## src/hdl/decodeConsts.svh

```systemverilog
`ifndef DECODE_CONSTS_SVH
`define DECODE_CONSTS_SVH

// Word and register index widths
`define DEC_XLEN         32
`define DEC_REG_IDX_W    5

// Major opcodes
`define OPC_R_TYPE       7'b0110011
`define OPC_I_TYPE       7'b0010011
`define OPC_LOAD         7'b0000011
`define OPC_STORE        7'b0100011
`define OPC_BRANCH       7'b1100011
`define OPC_JAL          7'b1101111
`define OPC_JALR         7'b1100111
`define OPC_LUI          7'b0110111
`define OPC_AUIPC        7'b0010111

// ALU funct3
`define F3_ADD_SUB       3'b000
`define F3_SLL           3'b001
`define F3_SLT           3'b010
`define F3_SLTU          3'b011
`define F3_XOR           3'b100
`define F3_SR            3'b101
`define F3_OR            3'b110
`define F3_AND           3'b111

// Load and store funct3
`define F3_LB            3'b000
`define F3_LH            3'b001
`define F3_LW            3'b010
`define F3_LBU           3'b100
`define F3_LHU           3'b101
`define F3_SB            3'b000
`define F3_SH            3'b001
`define F3_SW            3'b010

// Branch funct3
`define F3_BEQ           3'b000
`define F3_BNE           3'b001
`define F3_BLT           3'b100
`define F3_BGE           3'b101
`define F3_BLTU          3'b110
`define F3_BGEU          3'b111

`define F7_BASE          7'b0000000
`define F7_ALT           7'b0100000

`endif

```

## src/hdl/decodePkg.sv

```systemverilog
`include "decodeConsts.svh"

package decodePkg;

    typedef logic [`DEC_XLEN-1:0] wordT;
    typedef logic [`DEC_REG_IDX_W-1:0] regIdxT;
    typedef logic [6:0] opcodeT;

    typedef enum logic [3:0] {
        ALU_ADD  = 4'h0,
        ALU_SUB  = 4'h1,
        ALU_AND  = 4'h2,
        ALU_OR   = 4'h3,
        ALU_XOR  = 4'h4,
        ALU_SLL  = 4'h5,
        ALU_SRL  = 4'h6,
        ALU_SRA  = 4'h7,
        ALU_SLT  = 4'h8,
        ALU_SLTU = 4'h9,
        ALU_BEQ  = 4'hA,
        ALU_BNE  = 4'hB,
        ALU_BLT  = 4'hC,
        ALU_BGE  = 4'hD,
        ALU_BLTU = 4'hE,
        ALU_BGEU = 4'hF
    } aluOpE;

    typedef enum logic [1:0] {
        SELB_RS2  = 2'b00,
        SELB_IMM  = 2'b01,
        SELB_FOUR = 2'b10
    } selBE;

    typedef enum logic [1:0] {
        MEM_DISABLE   = 2'b00,
        MEM_READ_SEXT = 2'b01,
        MEM_READ_ZEXT = 2'b10,
        MEM_WRITE     = 2'b11
    } memOpE;

    typedef enum logic [1:0] {
        SIZE_BYTE = 2'b00,
        SIZE_HALF = 2'b01,
        SIZE_WORD = 2'b10
    } memSizeE;

    typedef enum logic [2:0] {
        IMM_NONE,
        IMM_I,
        IMM_SHAMT,
        IMM_S,
        IMM_B,
        IMM_U,
        IMM_J
    } immFmtE;

    typedef struct packed {
        aluOpE   aluOp;
        logic    selA;      // 1 selects the PC
        selBE    selB;
        logic    aluToReg;
        memOpE   memOp;
        memSizeE memSize;
        logic    branch;
        logic    jal;
        logic    jalr;
    } ctrlT;

    typedef struct packed {
        regIdxT rs1;
        regIdxT rs2;
        regIdxT rd;
    } regSelT;

    // Bubble and stage reset value
    localparam ctrlT CTRL_IDLE = '{
        aluOp:    ALU_ADD,
        selA:     1'b0,
        selB:     SELB_RS2,
        aluToReg: 1'b0,
        memOp:    MEM_DISABLE,
        memSize:  SIZE_BYTE,
        branch:   1'b0,
        jal:      1'b0,
        jalr:     1'b0
    };

endpackage

```

## src/hdl/controlDecoder.sv

```systemverilog
`include "decodeConsts.svh"

module controlDecoder (
    input  decodePkg::wordT   instruction,
    output decodePkg::ctrlT   nextCtrl,
    output decodePkg::regSelT nextRegSel,
    output decodePkg::immFmtE immFmt
);

    decodePkg::opcodeT opcode;
    logic [2:0] funct3;
    logic [6:0] funct7;
    logic altBit;
    logic legal;
    decodePkg::ctrlT dec;
    decodePkg::immFmtE fmt;

    assign opcode = instruction[6:0];
    assign funct3 = instruction[14:12];
    assign funct7 = instruction[31:25];
    assign altBit = instruction[30];

    // Shared by register and immediate ALU forms
    function automatic decodePkg::aluOpE aluFromFunct3(input logic [2:0] f3, input logic alt);
        decodePkg::aluOpE op;
        case (f3)
            `F3_ADD_SUB: op = alt ? decodePkg::ALU_SUB : decodePkg::ALU_ADD;
            `F3_SLL:     op = decodePkg::ALU_SLL;
            `F3_SLT:     op = decodePkg::ALU_SLT;
            `F3_SLTU:    op = decodePkg::ALU_SLTU;
            `F3_XOR:     op = decodePkg::ALU_XOR;
            `F3_SR:      op = alt ? decodePkg::ALU_SRA : decodePkg::ALU_SRL;
            `F3_OR:      op = decodePkg::ALU_OR;
            default:     op = decodePkg::ALU_AND;
        endcase
        return op;
    endfunction

    always_comb begin
        dec = decodePkg::CTRL_IDLE;
        fmt = decodePkg::IMM_NONE;
        legal = 1'b1;
        case (opcode)
            `OPC_R_TYPE: begin
                legal = (funct7 == `F7_BASE) ||
                        ((funct7 == `F7_ALT) && (funct3 == `F3_ADD_SUB || funct3 == `F3_SR));
                dec.aluOp = aluFromFunct3(funct3, altBit);
                dec.aluToReg = 1'b1;
            end
            `OPC_I_TYPE: begin
                // Shift immediates carry funct7 in the upper bits
                if (funct3 == `F3_SLL) begin
                    legal = (funct7 == `F7_BASE);
                end else if (funct3 == `F3_SR) begin
                    legal = (funct7 == `F7_BASE) || (funct7 == `F7_ALT);
                end
                dec.aluOp = aluFromFunct3(funct3, (funct3 == `F3_SR) && altBit);
                dec.selB = decodePkg::SELB_IMM;
                dec.aluToReg = 1'b1;
                fmt = (funct3 == `F3_SLL || funct3 == `F3_SR) ? decodePkg::IMM_SHAMT
                                                                : decodePkg::IMM_I;
            end
            `OPC_LOAD: begin
                dec.selB = decodePkg::SELB_IMM;
                dec.memOp = decodePkg::MEM_READ_SEXT;
                fmt = decodePkg::IMM_I;
                case (funct3)
                    `F3_LB:  dec.memSize = decodePkg::SIZE_BYTE;
                    `F3_LH:  dec.memSize = decodePkg::SIZE_HALF;
                    `F3_LW:  dec.memSize = decodePkg::SIZE_WORD;
                    `F3_LBU: begin
                        dec.memOp = decodePkg::MEM_READ_ZEXT;
                        dec.memSize = decodePkg::SIZE_BYTE;
                    end
                    `F3_LHU: begin
                        dec.memOp = decodePkg::MEM_READ_ZEXT;
                        dec.memSize = decodePkg::SIZE_HALF;
                    end
                    default: legal = 1'b0;
                endcase
            end
            `OPC_STORE: begin
                dec.selB = decodePkg::SELB_IMM;
                dec.memOp = decodePkg::MEM_WRITE;
                fmt = decodePkg::IMM_S;
                case (funct3)
                    `F3_SB:  dec.memSize = decodePkg::SIZE_BYTE;
                    `F3_SH:  dec.memSize = decodePkg::SIZE_HALF;
                    `F3_SW:  dec.memSize = decodePkg::SIZE_WORD;
                    default: legal = 1'b0;
                endcase
            end
            `OPC_BRANCH: begin
                dec.branch = 1'b1;
                fmt = decodePkg::IMM_B;
                case (funct3)
                    `F3_BEQ:  dec.aluOp = decodePkg::ALU_BEQ;
                    `F3_BNE:  dec.aluOp = decodePkg::ALU_BNE;
                    `F3_BLT:  dec.aluOp = decodePkg::ALU_BLT;
                    `F3_BGE:  dec.aluOp = decodePkg::ALU_BGE;
                    `F3_BLTU: dec.aluOp = decodePkg::ALU_BLTU;
                    `F3_BGEU: dec.aluOp = decodePkg::ALU_BGEU;
                    default:  legal = 1'b0;
                endcase
            end
            // Link address is PC + 4
            `OPC_JAL, `OPC_JALR: begin
                dec.selA = 1'b1;
                dec.selB = decodePkg::SELB_FOUR;
                dec.aluToReg = 1'b1;
                dec.jal = (opcode == `OPC_JAL);
                dec.jalr = (opcode == `OPC_JALR);
                fmt = (opcode == `OPC_JAL) ? decodePkg::IMM_J : decodePkg::IMM_I;
            end
            `OPC_LUI, `OPC_AUIPC: begin
                dec.selA = (opcode == `OPC_AUIPC);
                dec.selB = decodePkg::SELB_IMM;
                dec.aluToReg = 1'b1;
                fmt = decodePkg::IMM_U;
            end
            default: legal = 1'b0;
        endcase
    end

    assign nextCtrl = legal ? dec : decodePkg::CTRL_IDLE;
    assign immFmt = legal ? fmt : decodePkg::IMM_NONE;

    // LUI adds its immediate to x0
    assign nextRegSel.rs1 = (opcode == `OPC_LUI) ? '0 : instruction[19:15];
    assign nextRegSel.rs2 = instruction[24:20];
    assign nextRegSel.rd = instruction[11:7];

endmodule

```

## src/hdl/decodeRegister.sv

```systemverilog
module decodeRegister (
    input  logic              clk,
    input  logic              arstN,
    input  logic              hold,
    input  decodePkg::ctrlT   nextCtrl,
    input  decodePkg::regSelT nextRegSel,
    input  decodePkg::wordT   nextImm,
    input  decodePkg::wordT   pcIn,
    output decodePkg::ctrlT   ctrl,
    output decodePkg::regSelT regSel,
    output decodePkg::wordT   imm,
    output decodePkg::wordT   pc
);

    // Control bundle
    always_ff @(posedge clk or negedge arstN) begin
        if (!arstN) begin
            ctrl <= decodePkg::CTRL_IDLE;
        end else if (!hold) begin
            ctrl <= nextCtrl;
        end
    end

    // Operand fields and PC
    always_ff @(posedge clk or negedge arstN) begin
        if (!arstN) begin
            regSel <= '0;
            imm <= '0;
            pc <= '0;
        end else if (!hold) begin
            regSel <= nextRegSel;
            imm <= nextImm;
            pc <= pcIn;
        end
    end

endmodule

```

## src/hdl/decodeTop.sv

```systemverilog
module decodeTop (
    input  logic              clk,
    input  logic              arstN,
    input  logic              hold,
    input  decodePkg::wordT   instruction,
    input  decodePkg::wordT   pcIn,
    output decodePkg::regSelT regSel,
    output decodePkg::wordT   imm,
    output decodePkg::ctrlT   ctrl,
    output logic              regWriteCollision,
    output decodePkg::wordT   pc
);

    decodePkg::ctrlT nextCtrl;
    decodePkg::regSelT nextRegSel;
    decodePkg::immFmtE immFmt;
    decodePkg::wordT nextImm;

    controlDecoder ctrlDec (
        .instruction (instruction),
        .nextCtrl    (nextCtrl),
        .nextRegSel  (nextRegSel),
        .immFmt      (immFmt)
    );

    immGen immBuilder (
        .instruction (instruction),
        .immFmt      (immFmt),
        .imm         (nextImm)
    );

    loadUseTracker tracker (
        .clk               (clk),
        .arstN             (arstN),
        .hold              (hold),
        .nextCtrl          (nextCtrl),
        .regWriteCollision (regWriteCollision)
    );

    decodeRegister stageReg (
        .clk        (clk),
        .arstN      (arstN),
        .hold       (hold),
        .nextCtrl   (nextCtrl),
        .nextRegSel (nextRegSel),
        .nextImm    (nextImm),
        .pcIn       (pcIn),
        .ctrl       (ctrl),
        .regSel     (regSel),
        .imm        (imm),
        .pc         (pc)
    );

endmodule

```

## src/hdl/immGen.sv

```systemverilog
module immGen (
    input  decodePkg::wordT   instruction,
    input  decodePkg::immFmtE immFmt,
    output decodePkg::wordT   imm
);

    logic signBit;

    assign signBit = instruction[31];

    always_comb begin
        case (immFmt)
            decodePkg::IMM_I: begin
                imm = {{20{signBit}}, instruction[31:20]};
            end
            decodePkg::IMM_SHAMT: begin
                imm = {27'b0, instruction[24:20]};
            end
            decodePkg::IMM_S: begin
                imm = {{20{signBit}}, instruction[31:25], instruction[11:7]};
            end
            // Offsets in halfwords
            decodePkg::IMM_B: begin
                imm = {{19{signBit}}, signBit, instruction[7], instruction[30:25],
                       instruction[11:8], 1'b0};
            end
            decodePkg::IMM_U: begin
                imm = {instruction[31:12], 12'b0};
            end
            decodePkg::IMM_J: begin
                imm = {{11{signBit}}, signBit, instruction[19:12], instruction[20],
                       instruction[30:21], 1'b0};
            end
            default: begin
                imm = '0;
            end
        endcase
    end

endmodule

```

## src/hdl/loadUseTracker.sv

```systemverilog
module loadUseTracker (
    input  logic            clk,
    input  logic            arstN,
    input  logic            hold,
    input  decodePkg::ctrlT nextCtrl,
    output logic            regWriteCollision
);

    logic prevIsLoad;
    logic curIsLoad;

    assign curIsLoad = (nextCtrl.memOp == decodePkg::MEM_READ_SEXT) ||
                       (nextCtrl.memOp == decodePkg::MEM_READ_ZEXT);

    // Load result not ready for an ALU writer right behind it
    always_ff @(posedge clk or negedge arstN) begin
        if (!arstN) begin
            prevIsLoad <= 1'b0;
            regWriteCollision <= 1'b0;
        end else if (!hold) begin
            prevIsLoad <= curIsLoad;
            regWriteCollision <= prevIsLoad && nextCtrl.aluToReg;
        end
    end

endmodule
```

## config.mk

```make
export PLATFORM = sky130hd
export DESIGN_NAME = decodeTop
export DESIGN_NICKNAME = d
export VERILOG_FILES = /design/src/hdl/decodePkg.sv /design/src/hdl/controlDecoder.sv /design/src/hdl/decodeRegister.sv /design/src/hdl/decodeTop.sv /design/src/hdl/immGen.sv /design/src/hdl/loadUseTracker.sv
export VERILOG_INCLUDE_DIRS = /design/src /design/src/hdl
export SDC_FILE = /design/constraint.sdc
export NUM_CORES = 1
export LEC_CHECK = 0
export ABC_AREA = 0
export BUFFER_PORTS_ARGS = -buffer_cell sky130_fd_sc_hd__buf_2
export CAP_MARGIN = 20
export CORE_MARGIN = 5
export CORE_UTILIZATION = 35
export DETAILED_ROUTE_END_ITERATION = 16
export PLACE_DENSITY = 0.68
export SLEW_MARGIN = 20
export SYNTH_ARGS = -nofsm -noshare
export SYNTH_HDL_FRONTEND = slang
export SYNTH_SLANG_ARGS = --single-unit
```

## constraint.sdc

```tcl
create_clock -name clk -period 1.4 [get_ports clk]
set_input_delay 0.28 -clock clk [delete_from_list [all_inputs] [get_ports clk]]
set_output_delay 0.28 -clock clk [all_outputs]
set_load 0.05 [all_outputs]
```

Word level (Yosys, flattened, before mapping). Index checks and enable logic that the tools add are counted.

$add $sub $neg: 0. Multipliers: 0. Divide/modulo/power cells: 0. $lt $le $gt $ge: 0. Equality and inequality tests: 25. Shift-type cells: 0. Multiplexer cells: 30. Bitwise operators: 0. Reduce and logical (&&, ||, !) cells: 20.

Operators with widths (count): 32-bit case mux with 6 select lines (1); 4-bit case mux with 7 select lines (2); 7-bit by 6-bit equality test with 1-bit output, second input constant (4); 4-bit case mux with 6 select lines (1); 3-bit equality test, second input constant (7); 7-bit equality test, second input constant (3); 3-bit case mux with 6 select lines (1); 15-bit 2-to-1 mux (1); 7-bit by 5-bit equality test with 1-bit output, second input constant (2); 3-bit by 2-bit equality test with 1-bit output, second input constant (4); 2-bit case mux with 2 select lines (3); 4-bit case mux with 3 select lines (1); 6-bit OR reduction (2); 1-bit 2-to-1 mux (11); 5-bit OR reduction (2); 4-bit case mux with 2 select lines (1); 2-bit OR reduction (4); 7-bit by 2-bit equality test with 1-bit output, second input constant (1); 7-bit zero test (1); 3-bit by 1-bit equality test with 1-bit output, second input constant (2); 2-bit 2-to-1 mux (3); 3-bit 2-to-1 mux (2); 1-bit case mux with 6 select lines (1); 1-bit logical OR (5); other kinds (8) (10).

Register bits: 96. Latch bits: 0. Memory bits (writable): 0. Memory bits (read-only): 0. Bits of input ports: 67. Output and inout bits: 95. Logic and storage cells: 91. Memories kept: 0.

Depth between registers and ports, before layout. Gate-level depths: netlist (run 1).

Depth after elaboration: 8. Depth in mapped cells: 8. Gate-level depth less buffers: 6.

Cells and area by module. A second synthesis (run 1) with hierarchy kept.

Cells, all modules: 408. Area total of the unflattened synthesis: 4983.5 um^2.

By module, submodules not included: decodeRegister (times used 1, cells each 198, area an instance 3500.9 um^2, seq. area each 2352.3 um^2); immGen (times used 1, cells each 94, area an instance 734.5 um^2, seq. area each 0.0 um^2); controlDecoder (times used 1, cells each 108, area an instance 668.1 um^2, seq. area each 0.0 um^2); loadUseTracker (times used 1, cells each 8, area an instance 80.1 um^2, seq. area each 50.0 um^2).

Worst setup path after synthesis (run 1). No wires, ideal clock.

Path kind: input-to-reg. Start point: in instruction[4]. End point: reg stageReg.imm[21]. Setup time: 0.082 ns. Data arrival time: 2.040 ns. Data required time: 1.318 ns. Path slack: -0.722 ns. Cell stages on the path: 8. Path buffers: 2. Cells stage by stage: buf_2 > and3b_1 > a211o_1 > a2111o_1 > nor4b_2 > a21oi_1 > buf_4 > a22oi_2.

Word-level cells in the longest chain between the ends: 6. Elaborated cells between the ends (all ways): 23. Classes of those cells: 15 x eq/ne; 5 x mux; 3 x reduce/logical.

RTL lines: from (decl) (line decodeTop.sv:5) `input decodePkg::wordT instruction,`; 7-bit by 6-bit equality test with 1-bit output (tied with other cells) (line controlDecoder.sv:43) `case (opcode)`; 4-bit OR reduction (no source line) (tied with other cells); 1-bit case mux with 6 select lines or 3-bit case mux with 6 select lines (tied branches) (line controlDecoder.sv:43); 3-bit 2-to-1 mux * (line controlDecoder.sv:126) `assign immFmt = legal ? fmt : decodePkg::IMM_NONE;`; 3-bit equality test (tied with other cells) (line immGen.sv:12) `case (immFmt)`; 32-bit case mux with 6 select lines * (line immGen.sv:12); to (signal assigned) (line decodeRegister.sv:32) `imm <= nextImm;`; to (decl) (line decodeRegister.sv:11) `output decodePkg::wordT imm,`.

Mark *: on every way between the ends. The rest lies on a longest branch, timed or not. A chain may end at the register's enable or synchronous reset.

Worst setup path after layout (run 1).
Start point: in instruction[5]. End point: reg stageReg.imm[15].

Same word-level chain as after synthesis.

==> results.tsv, run 1 <==
metric	value	unit
status	finished with violations	
failed_checks	setup timing	
r2r-start	stageReg.imm[29]$_DFFE_PN0N_	
gp_congestion	0.803	
antenna_found_initial	0	
ir_drop	0.563	mV
required	1670	ps
wl_met2	6.42	mm
vias	4059	
async_flop_share	100	%
synth_warnings	0	
slowest_delay	480	ps
synth-edff-count	0	
max-slew-margin-rel	69.7	%
setup_viol	42	
ios	162	
whs_endpoint	stageReg.pc[27]$_DFFE_PN0N_	
highest_layer	met4	
fin_crit_sh	130	%
worstPathArrival	2080	ps
finalHoldViolations	0	
yosysTopAreaCellShare	54.1	%
synth_nets	471	
drc	0	
path_class	in -> reg	
syn_to_final_growth	53.1	%
synth_area_per_cell	11.0	sq um
wl_met1	5.87	mm
hpwl	9.97	mm
start_kind	input pin	
rsz0062_at_grt	true	
dp_slack	-871	ps
tritoncts	built	
worstHoldStart	pcIn[27]	
setup_ws	-415	ps
ys_seq_elements	96	
synth_cell_types	53	
drive_gt1_share	57.4	%
fillCellCount	1168	
port_buffers	161	
ff2ff_setup_slack	480	ps
hold_class	in -> reg	
leakage	3.30	nW
drv_slew	0	
cts.path.max_buffers	2	
start_util	35.5	%
tns	-13810	ps
end_kind	register	
met3_length	922	um
numClockSinks	96	
r2r_cells	3	
wl_per_cell	16.4	um
ys_seq_area_share	54.1	%
critical-path-top-delay-family	compound AO/OA/AOI/OAI gates	
clkLatencyLatePin	340	ps
grt_max_degree	51	
vias_per_cell	4.94	
fp.dieH	123	um
yosys_most_used_dff	dfrtp_1	
fp-row-count	41	
grt_pass1_wl	20.8	mm
grt_use_total	17.7	%
grt_pass1_vias	4192	
yosys.area.top_type	dfrtp_1	
ant_nets	0	
clk_pin_slew	70	ps
multi_input_area	2120	sq um
utilization	54.4	%
pwr_density_cell	1010	nW/um^2
layout.nets	712	
antennaDiodeCount	0	
path_cells	buf_8 -> and3b_1 -> a211o_1 -> a2111o_1 -> nor4b_4 -> buf_4 -> buf_6 -> a221oi_2 -> o21ai_1	
grt_overflow	0	
layout_min_cycle_time	1820	ps
regArea	2400	sq um
path_max_fanout	6	
finalClockSkew	0.140	ps
cts_made_buffers	9	
drt-initial-drc-count	193	
worst_pin_slew	451	ps
crit_slowest_cell	a2111o_1	
root_buffer	clkbuf_16	
htreeDepth	3	
crit_buf_inv	3	
r2r_end	stageReg.imm[29]$_DFFE_PN0N_	
hold_slack	160	ps
syn_area	4440	sq um
die_w	123	um
fp.coreArea	12500	sq um
die_area	15100	sq um
max_freq	551	MHz
whs_path_depth	2	
cap_violations	0	
synth_area_leaders	dfrtp_1 54%, mux2_2 11%, nand2_1 6.1%, o21ai_0 3.3%, a22oi_2 2.8%	
drt-pass1-iter-count	4	
netlist_instances	404	
drt_wl_total	13.5	mm
## cell families (layout without fill, tap and decap cells)
family | Yosys count | count (layout) | share of synthesized area [%]
simple gates | 124 | 124 | 13.7
compound gates | 105 | 105 | 17.6
flops | 96 | 96 | 54.1
mux | 44 | 44 | 11.1
buf+inv | 34 | 280 | 3.32
xor+xnor | 1 | 1 | 0.197
## worst reg2reg max path: stages (launching register included)
cell and delay [ps]:
dfrtp_1 400, nand2_1 100, a21boi_0 230, a22oi_2 70
## report_power, final
| group | leakage [nW] | internal [mW] | total [mW] | switching, mW |
|---|---|---|---|---|
| registers | 1.24 | 2.91 | 2.97 | 0.0640 |
| clock network | 0.144 | 1.40 | 2.49 | 1.09 |
| logic | 1.92 | 0.503 | 1.42 | 0.920 |
| total | 3.30 | 4.82 | 6.89 | 2.07 |
## cell type report
type | count | share of cell area (%)
multi-input cells | 274 | 31.2
repair buffers | 260 | 25.6
clock inverters | 7 | 1.16
well taps | 172 | 3.16
flip-flops and latches | 96 | 35.3
clock buffers | 9 | 3.31
inverters | 4 | 0.221
## sequential cells by signal, indices dropped and copies added (netlist names)
register	count
stageReg.ctrl	15
stageReg.imm	32
stageReg.pc	32
stageReg.regSel	15
tracker.prevIsLoad	1
tracker.regWriteCollision	1
## metrics by stage
step | total power [mW] | area [sq um] | instances
5_1_grt | 7.20 | 6810 | 822
6_report | 6.89 | 6810 | 822
3_5_place_dp | 4.37 | 6020 | 784
3_3_place_gp | 4.33 | 6020 | 784
4_1_cts | 6.95 | 6590 | 811
2_1_floorplan | 3.84 | 4520 | 404
## how the worst max path moves through the flow
stage,cells after the start,slack (ps),from,endpoint
3_5_place_dp,8,-870,instruction[2],stageReg.imm[1]$_DFFE_PN0N_
5_1_grt,9,-460,instruction[5],stageReg.imm[1]$_DFFE_PN0N_
2_1_floorplan,8,-540,instruction[4],stageReg.imm[21]$_DFFE_PN0N_
3_3_place_gp,8,-780,instruction[2],stageReg.imm[17]$_DFFE_PN0N_
6_report,9,-420,instruction[5],stageReg.imm[15]$_DFFE_PN0N_
4_1_cts,8,-380,instruction[5],stageReg.imm[11]$_DFFE_PN0N_
## layer usage
metal,GRT usage (%),vias to the layer above
li1,-,1939
met5,0,-
met1,22.7,1969
met3,4.19,18
met2,28.7,133
met4,7.28,0
## synthesized netlist by cell type (3+ instances only)
master and count:
buf_1 4, a32oi_1 5, dfrtp_1 96, nand2_1 72, clkbuf_1 14, buf_2 10
nor2_1 9, nor3_1 6, nand2b_1 10, o31ai_1 6, nor2b_1 4, and3b_1 3
nand3_1 3, a22oi_2 10, a221oi_1 9, a21oi_1 3, o21ai_0 29, inv_1 4
a21boi_0 11, mux2_2 43, o21ai_1 9
## layout by cell type, fill, tap and decap left out, drive strengths merged, types with 2 or more instances in the layout
master / n
clkbuf: 9
a22oi: 12
a221oi: 9
nand2b: 10
buf: 259
o21a: 2
and3b: 3
nand3: 3
a32oi: 5
a211oi: 2
clkinv: 2
nand4bb: 2
nand2: 72
nor2b: 4
nor2: 9
a21boi: 11
mux2: 43
a21oi: 3
o31ai: 8
o21ai: 38
clkinvlp: 2
dfrtp: 96
nor3: 8
nand3b: 2
inv: 6
nand4: 2
a2111o: 2
a22o: 2
o41ai: 2
## timing repair
item                                    CTS  global route
hold buffers                              1             0
cloned                                    1             1
gates resized for setup                  59            29
setup buffers                             9            10
pin swaps                                12            12
endpoints found under the setup margin   43            42
hold endpoints to repair                 96             0
(Power assumes the default switching activity.)
==> inputs of run 2 (changes only) <==
- SKIP_LAST_GASP: not set -> 1
==> run 2 against run 1 <==
- the run still ends with setup timing left
- clock skew hardly changed
- sequential share of layout area is 0.25 points higher
- combinational power hardly changed
- worst setup slack worse by 4.5 ps
- flip-flop and latch count stayed put
- sequential power hardly changed
- global-route usage hardly changed
- final cell count is 0.12% lower
- hold slack better by 3.4 ps
- core utilization is 0.38 points lower
- clock-buffer cell count stayed put
- register-to-register slack hardly changed
==> results.tsv, run 2 (synthesis gave the netlist of run 1 again) <==
metric	value	unit
finalClockSkew	0.514	ps
grt_use_total	17.7	%
port_buffers	161	
drt-initial-drc-count	169	
path_class	in -> reg	
numClockSinks	96	
grt_overflow	0	
hpwl	9.97	mm
antenna_found_initial	0	
max_freq	550	MHz
stdcell_count	821	
wl_met1	5.76	mm
grt_pass1_wl	20.8	mm
pwr-share-seq	43.3	%
r2r-start	stageReg.imm[23]$_DFFE_PN0N_	
multi_input_area	2090	sq um
p_int	4.81	mW
clk_pin_slew	70	ps
ant_nets	0	
p_clk_share	36.1	%
wl_met2	6.36	mm
path_max_fanout	6	
start_kind	input pin	
fillCellCount	1168	
setup_viol	42	
vias_per_cell	4.96	
gp_congestion	0.803	
drt-pass1-iter-count	6	
layout_min_cycle_time	1820	ps
worstPathArrival	2060	ps
fp.coreArea	12500	sq um
regArea	2400	sq um
required	1640	ps
design_area	6760	sq um
fp-row-count	41	
reg.largest.list	stageReg.imm (32), stageReg.pc (32)	
status	finished with violations	
drv_slew	0	
worstHoldStart	pcIn[27]	
antennaDiodeCount	0	
place_area	6020	sq um
tns	-13430	ps
end_kind	register	
wl_per_cell	16.2	um
htreeDepth	3	
rsz0062_at_grt	true	
drc	0	
r2r_cells	3	
pwr_density_cell	1020	nW/um^2
start_util	35.5	%
dp_cells	784	
crit_start	instruction[5]	
finalHoldViolations	0	
drive_gt1_share	56.2	%
swShare	30.0	%
layout.nets	711	
final_cell_mix	152 x buf_2, 96 x dfrtp_1, 81 x buf_4	
max-slew-margin-rel	69.8	%
vias	4076	
layout_commonest_cell	buf_2	
cts_made_buffers	9	
tritoncts	built	
cts.path.max_buffers	2	
dp_slack	-871	ps
worst_pin_slew	450	ps
fin_crit_sh	130	%
setup_ws	-420	ps
grt_pass1_vias	4186	
leakage	3.29	nW
ff2ff_setup_slack	480	ps
p_total	6.87	mW
clkLatencyLatePin	340	ps
combPwrFrac	20.6	%
die_area	15100	sq um
syn_to_final_growth	52.1	%
met3_length	895	um
cap_violations	0	
power_switching	2.06	mW
grt_max_degree	51	
ios	162	
hold_class	in -> reg	
root_buffer	clkbuf_16	
die_w	123	um
drt_wl_total	13.3	mm
fp.dieH	123	um
failed_checks	setup timing	
whs_path_depth	2	
highest_layer	met4	
ir_drop	0.567	mV
-- run 2: path summary, 6_finish.rpt --
kind,end
min in group asynchronous,stageReg.ctrl[0]$_DFFE_PN0N_
setup reg to reg,stageReg.imm[23]$_DFFE_PN0N_
hold / removal,stageReg.pc[27]$_DFFE_PN0N_
hold reg to reg,stageReg.regSel[13]$_DFFE_PN0N_
max in group asynchronous,stageReg.pc[9]$_DFFE_PN0N_
setup / recovery,stageReg.imm[11]$_DFFE_PN0N_
-- run 2: critical path, stage by stage --
cell,delay (ps)
buf_8,110
and3b_1,170
a211o_1,240
a2111o_1,480
nor4b_4,310
buf_4,220
a211oi_2,50
o31ai_2,210
-- run 2: per-layer routing --
metal | up-vias | track usage, %
met2 | 132 | 28.7
met5 | - | 0
met4 | 0 | 7.28
met3 | 21 | 4.19
li1 | 1938 | -
met1 | 1985 | 22.7
-- run 2: power by group through the flow --
stage / Clock, mW / Combinational [mW] / Sequential, mW
floorplan: 0 / 0.316 / 3.52
global placement: 0 / 1.32 / 3.02
detailed placement: 0 / 1.34 / 3.03
CTS: 2.57 / 1.40 / 2.98
global route: 2.69 / 1.50 / 2.99
finish: 2.48 / 1.42 / 2.97
-- run 2: layout make-up --
class                      count  area share, %
clock buffer                   9           3.33
multi-input combinational    274           30.9
timing repair buffer         259           25.6
tap                          172           3.18
sequential                    96           35.5
inverter                       4          0.222
clock inverter                 7           1.17
-- run 2: stage by stage --
stage / hold slack (ps) / utilization [%]
global route: 148 / 54.0
detailed placement: 297 / 48.1
global placement: 290 / 48.1
CTS: 150 / 52.6
finish: 164 / 54.0
floorplan: -15.6 / -
-- run 2: repair_timing --
action	4_1_cts	5_1_grt
setup buffers	9	9
endpoints found under the hold margin	96	0
gates cloned	1	1
pin swaps	12	13
gates resized for setup	54	23
hold buffers	1	0
setup endpoints to repair	43	42
